==> src/ptw_pkg.sv <==
/*
 * Shared definitions of the Sv39 page table walker
 * Address, page number and ID widths
 * Sv39 PTE layout
 * Level, walker state, fault kind and cause encodings
 */
`default_nettype none

package ptw_pkg;

    // Sv39 IOVA and physical address widths
    localparam int unsigned IOVA_W  = 39;
    localparam int unsigned PLEN    = 56;
    localparam int unsigned PPN_W   = 44;
    // VPN[2:0] together, as stored in the IOTLB
    localparam int unsigned VPN_W   = 27;
    localparam int unsigned PSCID_W = 20;
    localparam int unsigned CAUSE_W = 11;

    // One 64-bit Sv39 PTE, MSB first
    typedef struct packed {
        logic [9:0]       reserved;
        logic [PPN_W-1:0] ppn;
        logic [1:0]       rsw;
        logic             d;
        logic             a;
        logic             g;
        logic             u;
        logic             x;
        logic             w;
        logic             r;
        logic             v;
    } pte_t;

    // Walk level, LVL1 reads the root table
    typedef enum logic [1:0] {
        LVL1,
        LVL2,
        LVL3
    } level_e;

    // Walker FSM
    typedef enum logic [1:0] {
        IDLE,
        MEM_REQ,
        MEM_WAIT,
        DONE
    } walk_state_e;

    // IOMMU fault causes
    typedef enum logic [CAUSE_W-1:0] {
        CAUSE_NONE         = 11'd0,
        LOAD_PAGE_FAULT    = 11'd13,
        STORE_PAGE_FAULT   = 11'd15,
        PT_DATA_CORRUPTION = 11'd274
    } cause_e;

    // Outcome of one PTE read
    typedef enum logic [1:0] {
        F_NONE,
        F_PAGE,
        F_BUS
    } fault_e;

endpackage

`default_nettype wire

==> src/ptw_pte_check.sv <==
/*
 * Sv39 PTE classification
 * Leaf detection, page fault rules, next table pointer
 */
`timescale 1ns/1ps
`default_nettype none

module ptw_pte_check import ptw_pkg::*; (
    input  wire pte_t          pte_i,
    input  wire level_e        level_i,
    input  wire [IOVA_W-1:0]   iova_i,
    input  wire                is_store_i,
    output logic               is_leaf_o,
    output logic               page_fault_o,
    output logic [PLEN-1:0]    next_ptr_o
);

    logic       invalid;
    logic       rsvd_set;
    logic       misaligned;
    logic       leaf_bad;
    logic       nonleaf_bad;
    logic [8:0] vpn_seg;

    // R or X marks a leaf
    assign is_leaf_o = pte_i.r || pte_i.x;

    // V clear, or W without R
    assign invalid  = !pte_i.v || (!pte_i.r && pte_i.w);
    assign rsvd_set = |pte_i.reserved;

    // Superpage PPN must be aligned to its size
    always_comb begin
        case (level_i)
            LVL1:    misaligned = |pte_i.ppn[17:0];
            LVL2:    misaligned = |pte_i.ppn[8:0];
            default: misaligned = 1'b0;
        endcase
    end

    // Leaf needs A and R, and D for a store
    assign leaf_bad = misaligned || !pte_i.a || !pte_i.r || (is_store_i && !pte_i.d);

    // Pointer PTE: A, D, U reserved, none allowed at the last level
    assign nonleaf_bad = pte_i.a || pte_i.d || pte_i.u || (level_i == LVL3);

    assign page_fault_o = invalid || rsvd_set ||
                          (is_leaf_o ? leaf_bad : nonleaf_bad);

    // VPN[1] indexes level 2, VPN[0] indexes level 3
    always_comb begin
        case (level_i)
            LVL1:    vpn_seg = iova_i[29:21];
            default: vpn_seg = iova_i[20:12];
        endcase
    end

    assign next_ptr_o = {pte_i.ppn, vpn_seg, 3'b000};

endmodule

`default_nettype wire

==> src/ptw_req_capture.sv <==
/*
 * Request capture of the page table walker
 * Start edge detection, request registers, level-1 pointer
 */
`timescale 1ns/1ps
`default_nettype none

module ptw_req_capture import ptw_pkg::*; (
    input  wire                clk_i,
    input  wire                rst_ni,
    input  wire                start_i,
    input  wire                busy_i,
    input  wire [IOVA_W-1:0]   iova_i,
    input  wire [PSCID_W-1:0]  pscid_i,
    input  wire                is_store_i,
    input  wire [PPN_W-1:0]    root_ppn_i,
    output logic               walk_start_o,
    output logic [IOVA_W-1:0]  iova_o,
    output logic [PSCID_W-1:0] pscid_o,
    output logic               is_store_o,
    output logic [PLEN-1:0]    first_ptr_o
);

    logic start_q;
    logic accept;

    // Rising edge on start, only while no walk runs
    assign accept = start_i && !start_q && !busy_i;

    always_ff @(posedge clk_i or negedge rst_ni) begin
        if (!rst_ni) begin
            start_q      <= 1'b0;
            walk_start_o <= 1'b0;
        end else begin
            // Edge seen during a walk is consumed here too
            start_q      <= start_i;
            walk_start_o <= accept;
        end
    end

    // Request held for the whole walk
    always_ff @(posedge clk_i) begin
        if (accept) begin
            iova_o      <= iova_i;
            pscid_o     <= pscid_i;
            is_store_o  <= is_store_i;
            // Root table base plus VPN[2], 8-byte entries
            first_ptr_o <= {root_ppn_i, iova_i[38:30], 3'b000};
        end
    end

    // Walker turns busy right after a start, so no second start overlaps
    a_start_busy: assert property (@(posedge clk_i) disable iff (!rst_ni)
        walk_start_o |=> busy_i);

endmodule

`default_nettype wire

==> src/ptw_result.sv <==
/*
 * Walk result
 * Global bit accumulation, IOTLB update pulse, error pulse and cause
 */
`timescale 1ns/1ps
`default_nettype none

module ptw_result import ptw_pkg::*; (
    input  wire                clk_i,
    input  wire                rst_ni,
    input  wire                walk_start_i,
    input  wire                rd_valid_i,
    input  wire pte_t          rd_data_i,
    input  wire                walk_end_i,
    input  wire fault_e        end_fault_i,
    input  wire level_e        end_level_i,
    input  wire pte_t          end_pte_i,
    input  wire [IOVA_W-1:0]   iova_i,
    input  wire [PSCID_W-1:0]  pscid_i,
    input  wire                is_store_i,
    output logic               update_o,
    output logic [VPN_W-1:0]   up_vpn_o,
    output logic [PSCID_W-1:0] up_pscid_o,
    output pte_t               up_pte_o,
    output logic               up_2m_o,
    output logic               up_1g_o,
    output logic               error_o,
    output cause_e             cause_o
);

    logic   g_q;
    pte_t   leaf_pte;
    cause_e cause;

    // Leaf is global if any PTE on the walk was
    always_comb begin
        leaf_pte   = end_pte_i;
        leaf_pte.g = g_q || end_pte_i.g;
    end

    always_comb begin
        case (end_fault_i)
            F_BUS:   cause = PT_DATA_CORRUPTION;
            F_PAGE:  cause = is_store_i ? STORE_PAGE_FAULT : LOAD_PAGE_FAULT;
            default: cause = CAUSE_NONE;
        endcase
    end

    always_ff @(posedge clk_i or negedge rst_ni) begin
        if (!rst_ni) begin
            g_q      <= 1'b0;
            update_o <= 1'b0;
            error_o  <= 1'b0;
        end else begin
            update_o <= walk_end_i && (end_fault_i == F_NONE);
            error_o  <= walk_end_i && (end_fault_i != F_NONE);
            if (walk_start_i) begin
                g_q <= 1'b0;
            end else if (rd_valid_i && rd_data_i.g) begin
                g_q <= 1'b1;
            end
        end
    end

    // Payload valid with the pulse
    always_ff @(posedge clk_i) begin
        if (walk_end_i) begin
            up_vpn_o   <= iova_i[IOVA_W-1:12];
            up_pscid_o <= pscid_i;
            up_pte_o   <= leaf_pte;
            up_2m_o    <= (end_level_i == LVL2);
            up_1g_o    <= (end_level_i == LVL1);
            cause_o    <= cause;
        end
    end

    // One result pulse per walk end, one cycle wide
    a_one_result: assert property (@(posedge clk_i) disable iff (!rst_ni)
        (update_o || error_o) |=> !(update_o || error_o));

endmodule

`default_nettype wire

==> src/ptw_top.sv <==
/*
 * Sv39 page table walker top level
 * Request capture, walk FSM and result blocks
 */
`timescale 1ns/1ps
`default_nettype none

module ptw_top import ptw_pkg::*; (
    input  wire                clk_i,
    input  wire                rst_ni,
    input  wire                start_i,
    input  wire [IOVA_W-1:0]   iova_i,
    input  wire [PSCID_W-1:0]  pscid_i,
    input  wire                is_store_i,
    input  wire [PPN_W-1:0]    root_ppn_i,
    input  wire                rd_valid_i,
    input  wire pte_t          rd_data_i,
    input  wire                rd_err_i,
    output logic               rd_req_o,
    output logic [PLEN-1:0]    rd_addr_o,
    output logic               busy_o,
    output logic               update_o,
    output logic [VPN_W-1:0]   up_vpn_o,
    output logic [PSCID_W-1:0] up_pscid_o,
    output pte_t               up_pte_o,
    output logic               up_2m_o,
    output logic               up_1g_o,
    output logic               error_o,
    output cause_e             cause_o
);

    logic               walk_start;
    logic [PLEN-1:0]    first_ptr;
    logic [IOVA_W-1:0]  iova;
    logic [PSCID_W-1:0] pscid;
    logic               is_store;
    logic               walk_end;
    fault_e             end_fault;
    level_e             end_level;
    pte_t               end_pte;

    ptw_req_capture u_req_capture (
        .clk_i, .rst_ni, .start_i,
        .busy_i       (busy_o),
        .iova_i, .pscid_i, .is_store_i, .root_ppn_i,
        .walk_start_o (walk_start),
        .iova_o       (iova),
        .pscid_o      (pscid),
        .is_store_o   (is_store),
        .first_ptr_o  (first_ptr)
    );

    ptw_walk_fsm u_walk_fsm (
        .clk_i, .rst_ni,
        .walk_start_i (walk_start),
        .first_ptr_i  (first_ptr),
        .iova_i       (iova),
        .is_store_i   (is_store),
        .rd_valid_i, .rd_data_i, .rd_err_i,
        .rd_req_o, .rd_addr_o, .busy_o,
        .walk_end_o   (walk_end),
        .end_fault_o  (end_fault),
        .end_level_o  (end_level),
        .end_pte_o    (end_pte)
    );

    ptw_result u_result (
        .clk_i, .rst_ni,
        .walk_start_i (walk_start),
        .rd_valid_i, .rd_data_i,
        .walk_end_i   (walk_end),
        .end_fault_i  (end_fault),
        .end_level_i  (end_level),
        .end_pte_i    (end_pte),
        .iova_i       (iova),
        .pscid_i      (pscid),
        .is_store_i   (is_store),
        .update_o, .up_vpn_o, .up_pscid_o, .up_pte_o,
        .up_2m_o, .up_1g_o, .error_o, .cause_o
    );

endmodule

`default_nettype wire

==> src/ptw_walk_fsm.sv <==
/*
 * Walker FSM
 * Level and read pointer tracking, read port, end-of-walk report
 */
`timescale 1ns/1ps
`default_nettype none

module ptw_walk_fsm import ptw_pkg::*; (
    input  wire                clk_i,
    input  wire                rst_ni,
    input  wire                walk_start_i,
    input  wire [PLEN-1:0]     first_ptr_i,
    input  wire [IOVA_W-1:0]   iova_i,
    input  wire                is_store_i,
    input  wire                rd_valid_i,
    input  wire pte_t          rd_data_i,
    input  wire                rd_err_i,
    output logic               rd_req_o,
    output logic [PLEN-1:0]    rd_addr_o,
    output logic               busy_o,
    output logic               walk_end_o,
    output fault_e             end_fault_o,
    output level_e             end_level_o,
    output pte_t               end_pte_o
);

    walk_state_e     state_q, state_d;
    level_e          level_q, level_d;
    logic [PLEN-1:0] ptr_q, ptr_d;
    logic            is_leaf;
    logic            page_fault;
    logic [PLEN-1:0] next_ptr;
    logic            resp;
    logic            advance;

    ptw_pte_check u_pte_check (
        .pte_i        (rd_data_i),
        .level_i      (level_q),
        .iova_i       (iova_i),
        .is_store_i   (is_store_i),
        .is_leaf_o    (is_leaf),
        .page_fault_o (page_fault),
        .next_ptr_o   (next_ptr)
    );

    assign resp = (state_q == MEM_WAIT) && rd_valid_i;
    // Only a clean pointer PTE continues the walk
    assign advance = resp && !rd_err_i && !page_fault && !is_leaf;

    // Read strobe for one cycle per level
    assign rd_req_o  = (state_q == MEM_REQ);
    assign rd_addr_o = ptr_q;
    // Busy already in the walk_start cycle
    assign busy_o    = (state_q != IDLE) || walk_start_i;

    // End report on the response cycle
    assign walk_end_o  = resp && !advance;
    assign end_level_o = level_q;
    assign end_pte_o   = rd_data_i;

    // Bus error ranks above any page fault
    always_comb begin
        if (rd_err_i) begin
            end_fault_o = F_BUS;
        end else if (page_fault) begin
            end_fault_o = F_PAGE;
        end else begin
            end_fault_o = F_NONE;
        end
    end

    always_comb begin
        state_d = state_q;
        level_d = level_q;
        ptr_d   = ptr_q;
        case (state_q)
            IDLE: begin
                if (walk_start_i) begin
                    state_d = MEM_REQ;
                    level_d = LVL1;
                    ptr_d   = first_ptr_i;
                end
            end
            MEM_REQ: state_d = MEM_WAIT;
            MEM_WAIT: begin
                if (advance) begin
                    state_d = MEM_REQ;
                    level_d = (level_q == LVL1) ? LVL2 : LVL3;
                    ptr_d   = next_ptr;
                end else if (resp) begin
                    // Result side pulses update or error in DONE
                    state_d = DONE;
                end
            end
            DONE:    state_d = IDLE;
            default: state_d = IDLE;
        endcase
    end

    always_ff @(posedge clk_i or negedge rst_ni) begin
        if (!rst_ni) begin
            state_q <= IDLE;
            level_q <= LVL1;
            ptr_q   <= '0;
        end else begin
            state_q <= state_d;
            level_q <= level_d;
            ptr_q   <= ptr_d;
        end
    end

    // Memory answers only an outstanding read
    a_rsp_in_wait: assert property (@(posedge clk_i) disable iff (!rst_ni)
        rd_valid_i |-> (state_q == MEM_WAIT));

    a_req_single: assert property (@(posedge clk_i) disable iff (!rst_ni)
        rd_req_o |=> !rd_req_o);

endmodule

`default_nettype wire

==> config.mk <==
export PLATFORM = sky130hd
export DESIGN_NAME = ptw_top
export DESIGN_NICKNAME = d
export VERILOG_FILES = /design/src/ptw_pkg.sv /design/src/ptw_pte_check.sv /design/src/ptw_req_capture.sv /design/src/ptw_result.sv /design/src/ptw_top.sv /design/src/ptw_walk_fsm.sv
export SDC_FILE = /design/constraint.sdc
export NUM_CORES = 1
export LEC_CHECK = 0
export BUFFER_PORTS_ARGS = -buffer_cell sky130_fd_sc_hd__buf_2
export CAP_MARGIN = 20
export CORE_MARGIN = 2
export CORE_UTILIZATION = 40
export CTS_CLUSTER_DIAMETER = 100
export DETAILED_ROUTE_END_ITERATION = 8
export GPL_ROUTABILITY_DRIVEN = 0
export HOLD_SLACK_MARGIN = 0.06
export PLACE_DENSITY = 0.66
export SLEW_MARGIN = 30
export SYNTH_ARGS = -nofsm -noshare
export SYNTH_HDL_FRONTEND = slang
export SYNTH_SLANG_ARGS = --single-unit
==> constraint.sdc <==
create_clock -name clk_i -period 18.6 [get_ports clk_i]
set_input_delay 3.72 -clock clk_i [delete_from_list [all_inputs] [get_ports clk_i]]
set_output_delay 3.72 -clock clk_i [all_outputs]
set_load 0.05 [all_outputs]
==> results.sh <==
export IMPL_outcome="completed"
export IMPL_slew_viol_final=0
export IMPL_synth_mux_area_share_pct=1.09
export IMPL_yosysTopAreaCell="edfxtp_1"
export IMPL_grt_pass1_vias=5668
export IMPL_drtIter0Drc=161
export IMPL_hpwl_mm=14.9
export IMPL_netlist_area_leader_share_pct=67.2
export IMPL_crit_fanout=36
export IMPL_synth_most_common_cell="edfxtp_1"
export IMPL_tightest_slew_ns=0.901
export IMPL_p_leak_nw=5.07
export IMPL_start_util_pct=41.0
export IMPL_syn_to_final_growth_pct=31.3
export IMPL_first_pass_iters=6
export IMPL_hold_path_class="flop to flop"
export IMPL_tritoncts="yes"
export IMPL_synthFlopType="edfxtp_1"
export IMPL_grt_pass1_wl_mm=32.5
export IMPL_yosysSeqAreaShare_pct=83.8
export IMPL_worst_setup_path_type="primary input to flop"
export IMPL_placedInstanceArea_sq_mm=0.0113
export IMPL_vias=5592
export IMPL_startpoint_type="primary input"
export IMPL_multi_input_area_sq_mm=0.00137
export IMPL_synth_xor_area_share_pct=0
export IMPL_max_slew_margin_rel_pct=40.0
export IMPL_die_w_um=156
export IMPL_fin_util_pct=53.8
export IMPL_synthesis_area_sq_mm=0.00930
export IMPL_worst_endpoint_arrival_ns=6.04
export IMPL_wl_mm=21.9
export IMPL_synth_cells=471
export IMPL_clock_skew_ns=0.0105
export IMPL_synth_edff_count=208
export IMPL_synth_top_family_by_area="compound AO/OA/AOI/OAI gates"
export IMPL_yosys_warnings=0
export IMPL_drive_above_1_share_pct=47.8
export IMPL_synth_compound_area_share_pct=7.05
export IMPL_num_rows=55
export IMPL_nets=996
export IMPL_wl_per_cell_um=19.4
export IMPL_peakVddDrop_v=0.0000975
export IMPL_powerDensity_mw_per_mm2=165
export IMPL_coreArea_sq_mm=0.0227
export IMPL_cts_buffers=28
export IMPL_grt_max_degree=64
export IMPL_cts_resized_gates=0
export IMPL_seq_area_sq_mm=0.00780
export IMPL_cts_htree_levels=1
export IMPL_viasPerCell=4.93
export IMPL_cts_setup_buffers=0
export IMPL_fillers=1875
export IMPL_clk_latency_ns=0.53
export IMPL_worst_r2r_path_depth=4
export IMPL_placed_cells=1078
export IMPL_synth_seq_cells=270
export IMPL_hold_buffers=0
export IMPL_finalInstanceArea_sq_mm=0.0122
export IMPL_synthArstFlopShare_pct=23.0
export IMPL_avgSynthCellArea_sq_um=19.7
export IMPL_max_cap_viol_count=0
export IMPL_synthTopCellsByArea="edfxtp_1 (67%), dfrtp_1 (17%), a221o_1 (5.7%)"
export IMPL_drcViolationCount=0
export IMPL_cts_reportedPaths_clkPinSlew_ns=0.06
export IMPL_period_share_pct=30.0
export IMPL_critPathCaptureType="flop"
export IMPL_finalNonFillerCells=1134
export IMPL_antenna_violating_nets_post_route=0
export IMPL_crit_required_ns=19.06
export IMPL_post_route_min_period_ns=5.57
export IMPL_final_setup_tns_ns=0
export IMPL_die_area_sq_mm=0.0245
export IMPL_synth_common_cells="edfxtp_1 (208), dfrtp_1 (62), a221o_1 (53), and2_1 (53), buf_4 (14)"
export IMPL_setup_viol=0
export IMPL_hold_viol=0
export IMPL_cts_buffer_depth=3
export IMPL_fmax_ghz=0.179
export IMPL_synthSimpleGateAreaFrac_pct=5.95
export IMPL_port_buffers=336
export IMPL_power_total_mw=2.01
export IMPL_track_usage_pct=17.4
export IMPL_synthAdderAreaFrac_pct=0
export IMPL_synth_cell_types=37
export IMPL_die_h_um=156
export IMPL_cts_root_buf="clkbuf_16"
export IMPL_grt_setup_unrepaired="false"
export IMPL_pin_count=357
export IMPL_clock_sinks=270
export IMPL_timing_hold_worst_path_depth=0
export IMPL_antenna_found_initial=7
export IMPL_grt_overflow_total=0
-- layout make-up --
cell class / count / area share [%]
antenna: 4 / 0.0820
clock buffer: 38 / 6.37
inverter: 3 / 0.0922
timing repair buffer: 344 / 14.3
sequential: 270 / 63.9
clock inverter: 14 / 1.10
multi-input combinational: 176 / 11.3
tap: 285 / 2.92
-- through the flow --
step | hold WS, ns | worst slack, ns
2_1_floorplan | 0.400 | 7.42
3_3_place_gp | 0.400 | 12.45
3_5_place_dp | 0.405 | 12.38
4_1_cts | 0.418 | 12.94
5_1_grt | 0.424 | 12.85
6_report | 0.419 | 13.03
-- flip-flops by register name (all words and copies together) (netlist names) --
| name | cells |
|---|---|
| u_req_capture.iova_o | 26 |
| u_result.up_2m_o | 1 |
| u_req_capture.is_store_o | 1 |
| u_walk_fsm.end_level_o | 2 |
| u_result.up_vpn_o | 27 |
| u_result.update_o | 1 |
| u_result.error_o | 1 |
| u_walk_fsm.rd_addr_o | 53 |
| u_result.cause_o | 3 |
| u_req_capture.first_ptr_o | 45 |
| u_result.up_pte_o | 64 |
| u_result.g_q | 1 |
| u_req_capture.start_q | 1 |
| u_result.up_1g_o | 1 |
| u_req_capture.pscid_o | 20 |
| u_walk_fsm.state_q | 2 |
| u_result.up_pscid_o | 20 |
| u_req_capture.walk_start_o | 1 |
-- worst max-delay path, stage by stage --
cell	delay, ns
buf_2	0.10
nor4b_1	0.49
o2111a_1	0.42
and3_2	0.55
buf_4	0.47
a221o_1	0.23
-- kinds of logic after synthesis --
logic type | Yosys count
buf+inv | 32
mux | 9
simple gates | 89
flops | 270
other cells | 1
compound gates | 70
-- report_power, final --
group	internal (mW)	total, mW	leakage (nW)	switching [mW]
clock	0.321	0.544	0.449	0.223
combinational	0.137	0.622	1.93	0.485
sequential	0.798	0.847	2.69	0.0482
-- layer usage --
| metal | wire (um) | vias up | GRT usage (%) | share of wire [%] |
|---|---|---|---|---|
| met2 | 10800 | 249 | 28.8 | 49 |
| met1 | 8800 | 2715 | 21.8 | 40 |
| li1 | - | 2568 | - | - |
| met5 | 48 | - | 0 | 0.22 |
| met3 | 1640 | 54 | 4.93 | 7.5 |
| met4 | 699 | 6 | 6.51 | 3.2 |
-- worst paths after layout --
kind,slack (ns),endpoint,startpoint
setup reg to reg,15.85,u_req_capture.is_store_o,u_walk_fsm.state_q[0]
min in group asynchronous,3.17,u_walk_fsm.rd_addr_o[38],rst_ni
hold reg to reg,0.42,u_result.up_pscid_o[2],u_req_capture.pscid_o[2]
hold / removal,0.42,u_result.up_pscid_o[2],u_req_capture.pscid_o[2]
max in group asynchronous,14.96,u_walk_fsm.rd_addr_o[7],rst_ni
setup / recovery,13.03,u_walk_fsm.rd_addr_o[23],rd_data_i[56]
-- cell usage in the layout (no fill, tap or decap), types with 2 or more instances in the layout --
master | Yosys | final
conb_1 | 1 | 8
nor4_1 | 3 | 3
o31ai_1 | 2 | 2
buf_4 | 14 | 8
bufinv_16 | 0 | 2
inv_1 | 3 | 3
clkbuf_1 | 7 | 6
or3_1 | 2 | 2
a21oi_1 | 6 | 5
diode_2 | 0 | 4
dfrtp_1 | 62 | 62
mux2_2 | 9 | 9
and2_1 | 53 | 53
clkbuf_8 | 0 | 4
edfxtp_1 | 208 | 208
clkinv_1 | 0 | 3
nor2b_1 | 5 | 5
buf_2 | 7 | 335
clkinv_2 | 0 | 6
nor4b_1 | 2 | 2
clkbuf_16 | 0 | 28
nor2_1 | 8 | 7
a221o_1 | 53 | 53
nor3_1 | 6 | 6
Note: power is estimated with default switching activity, not from simulation.
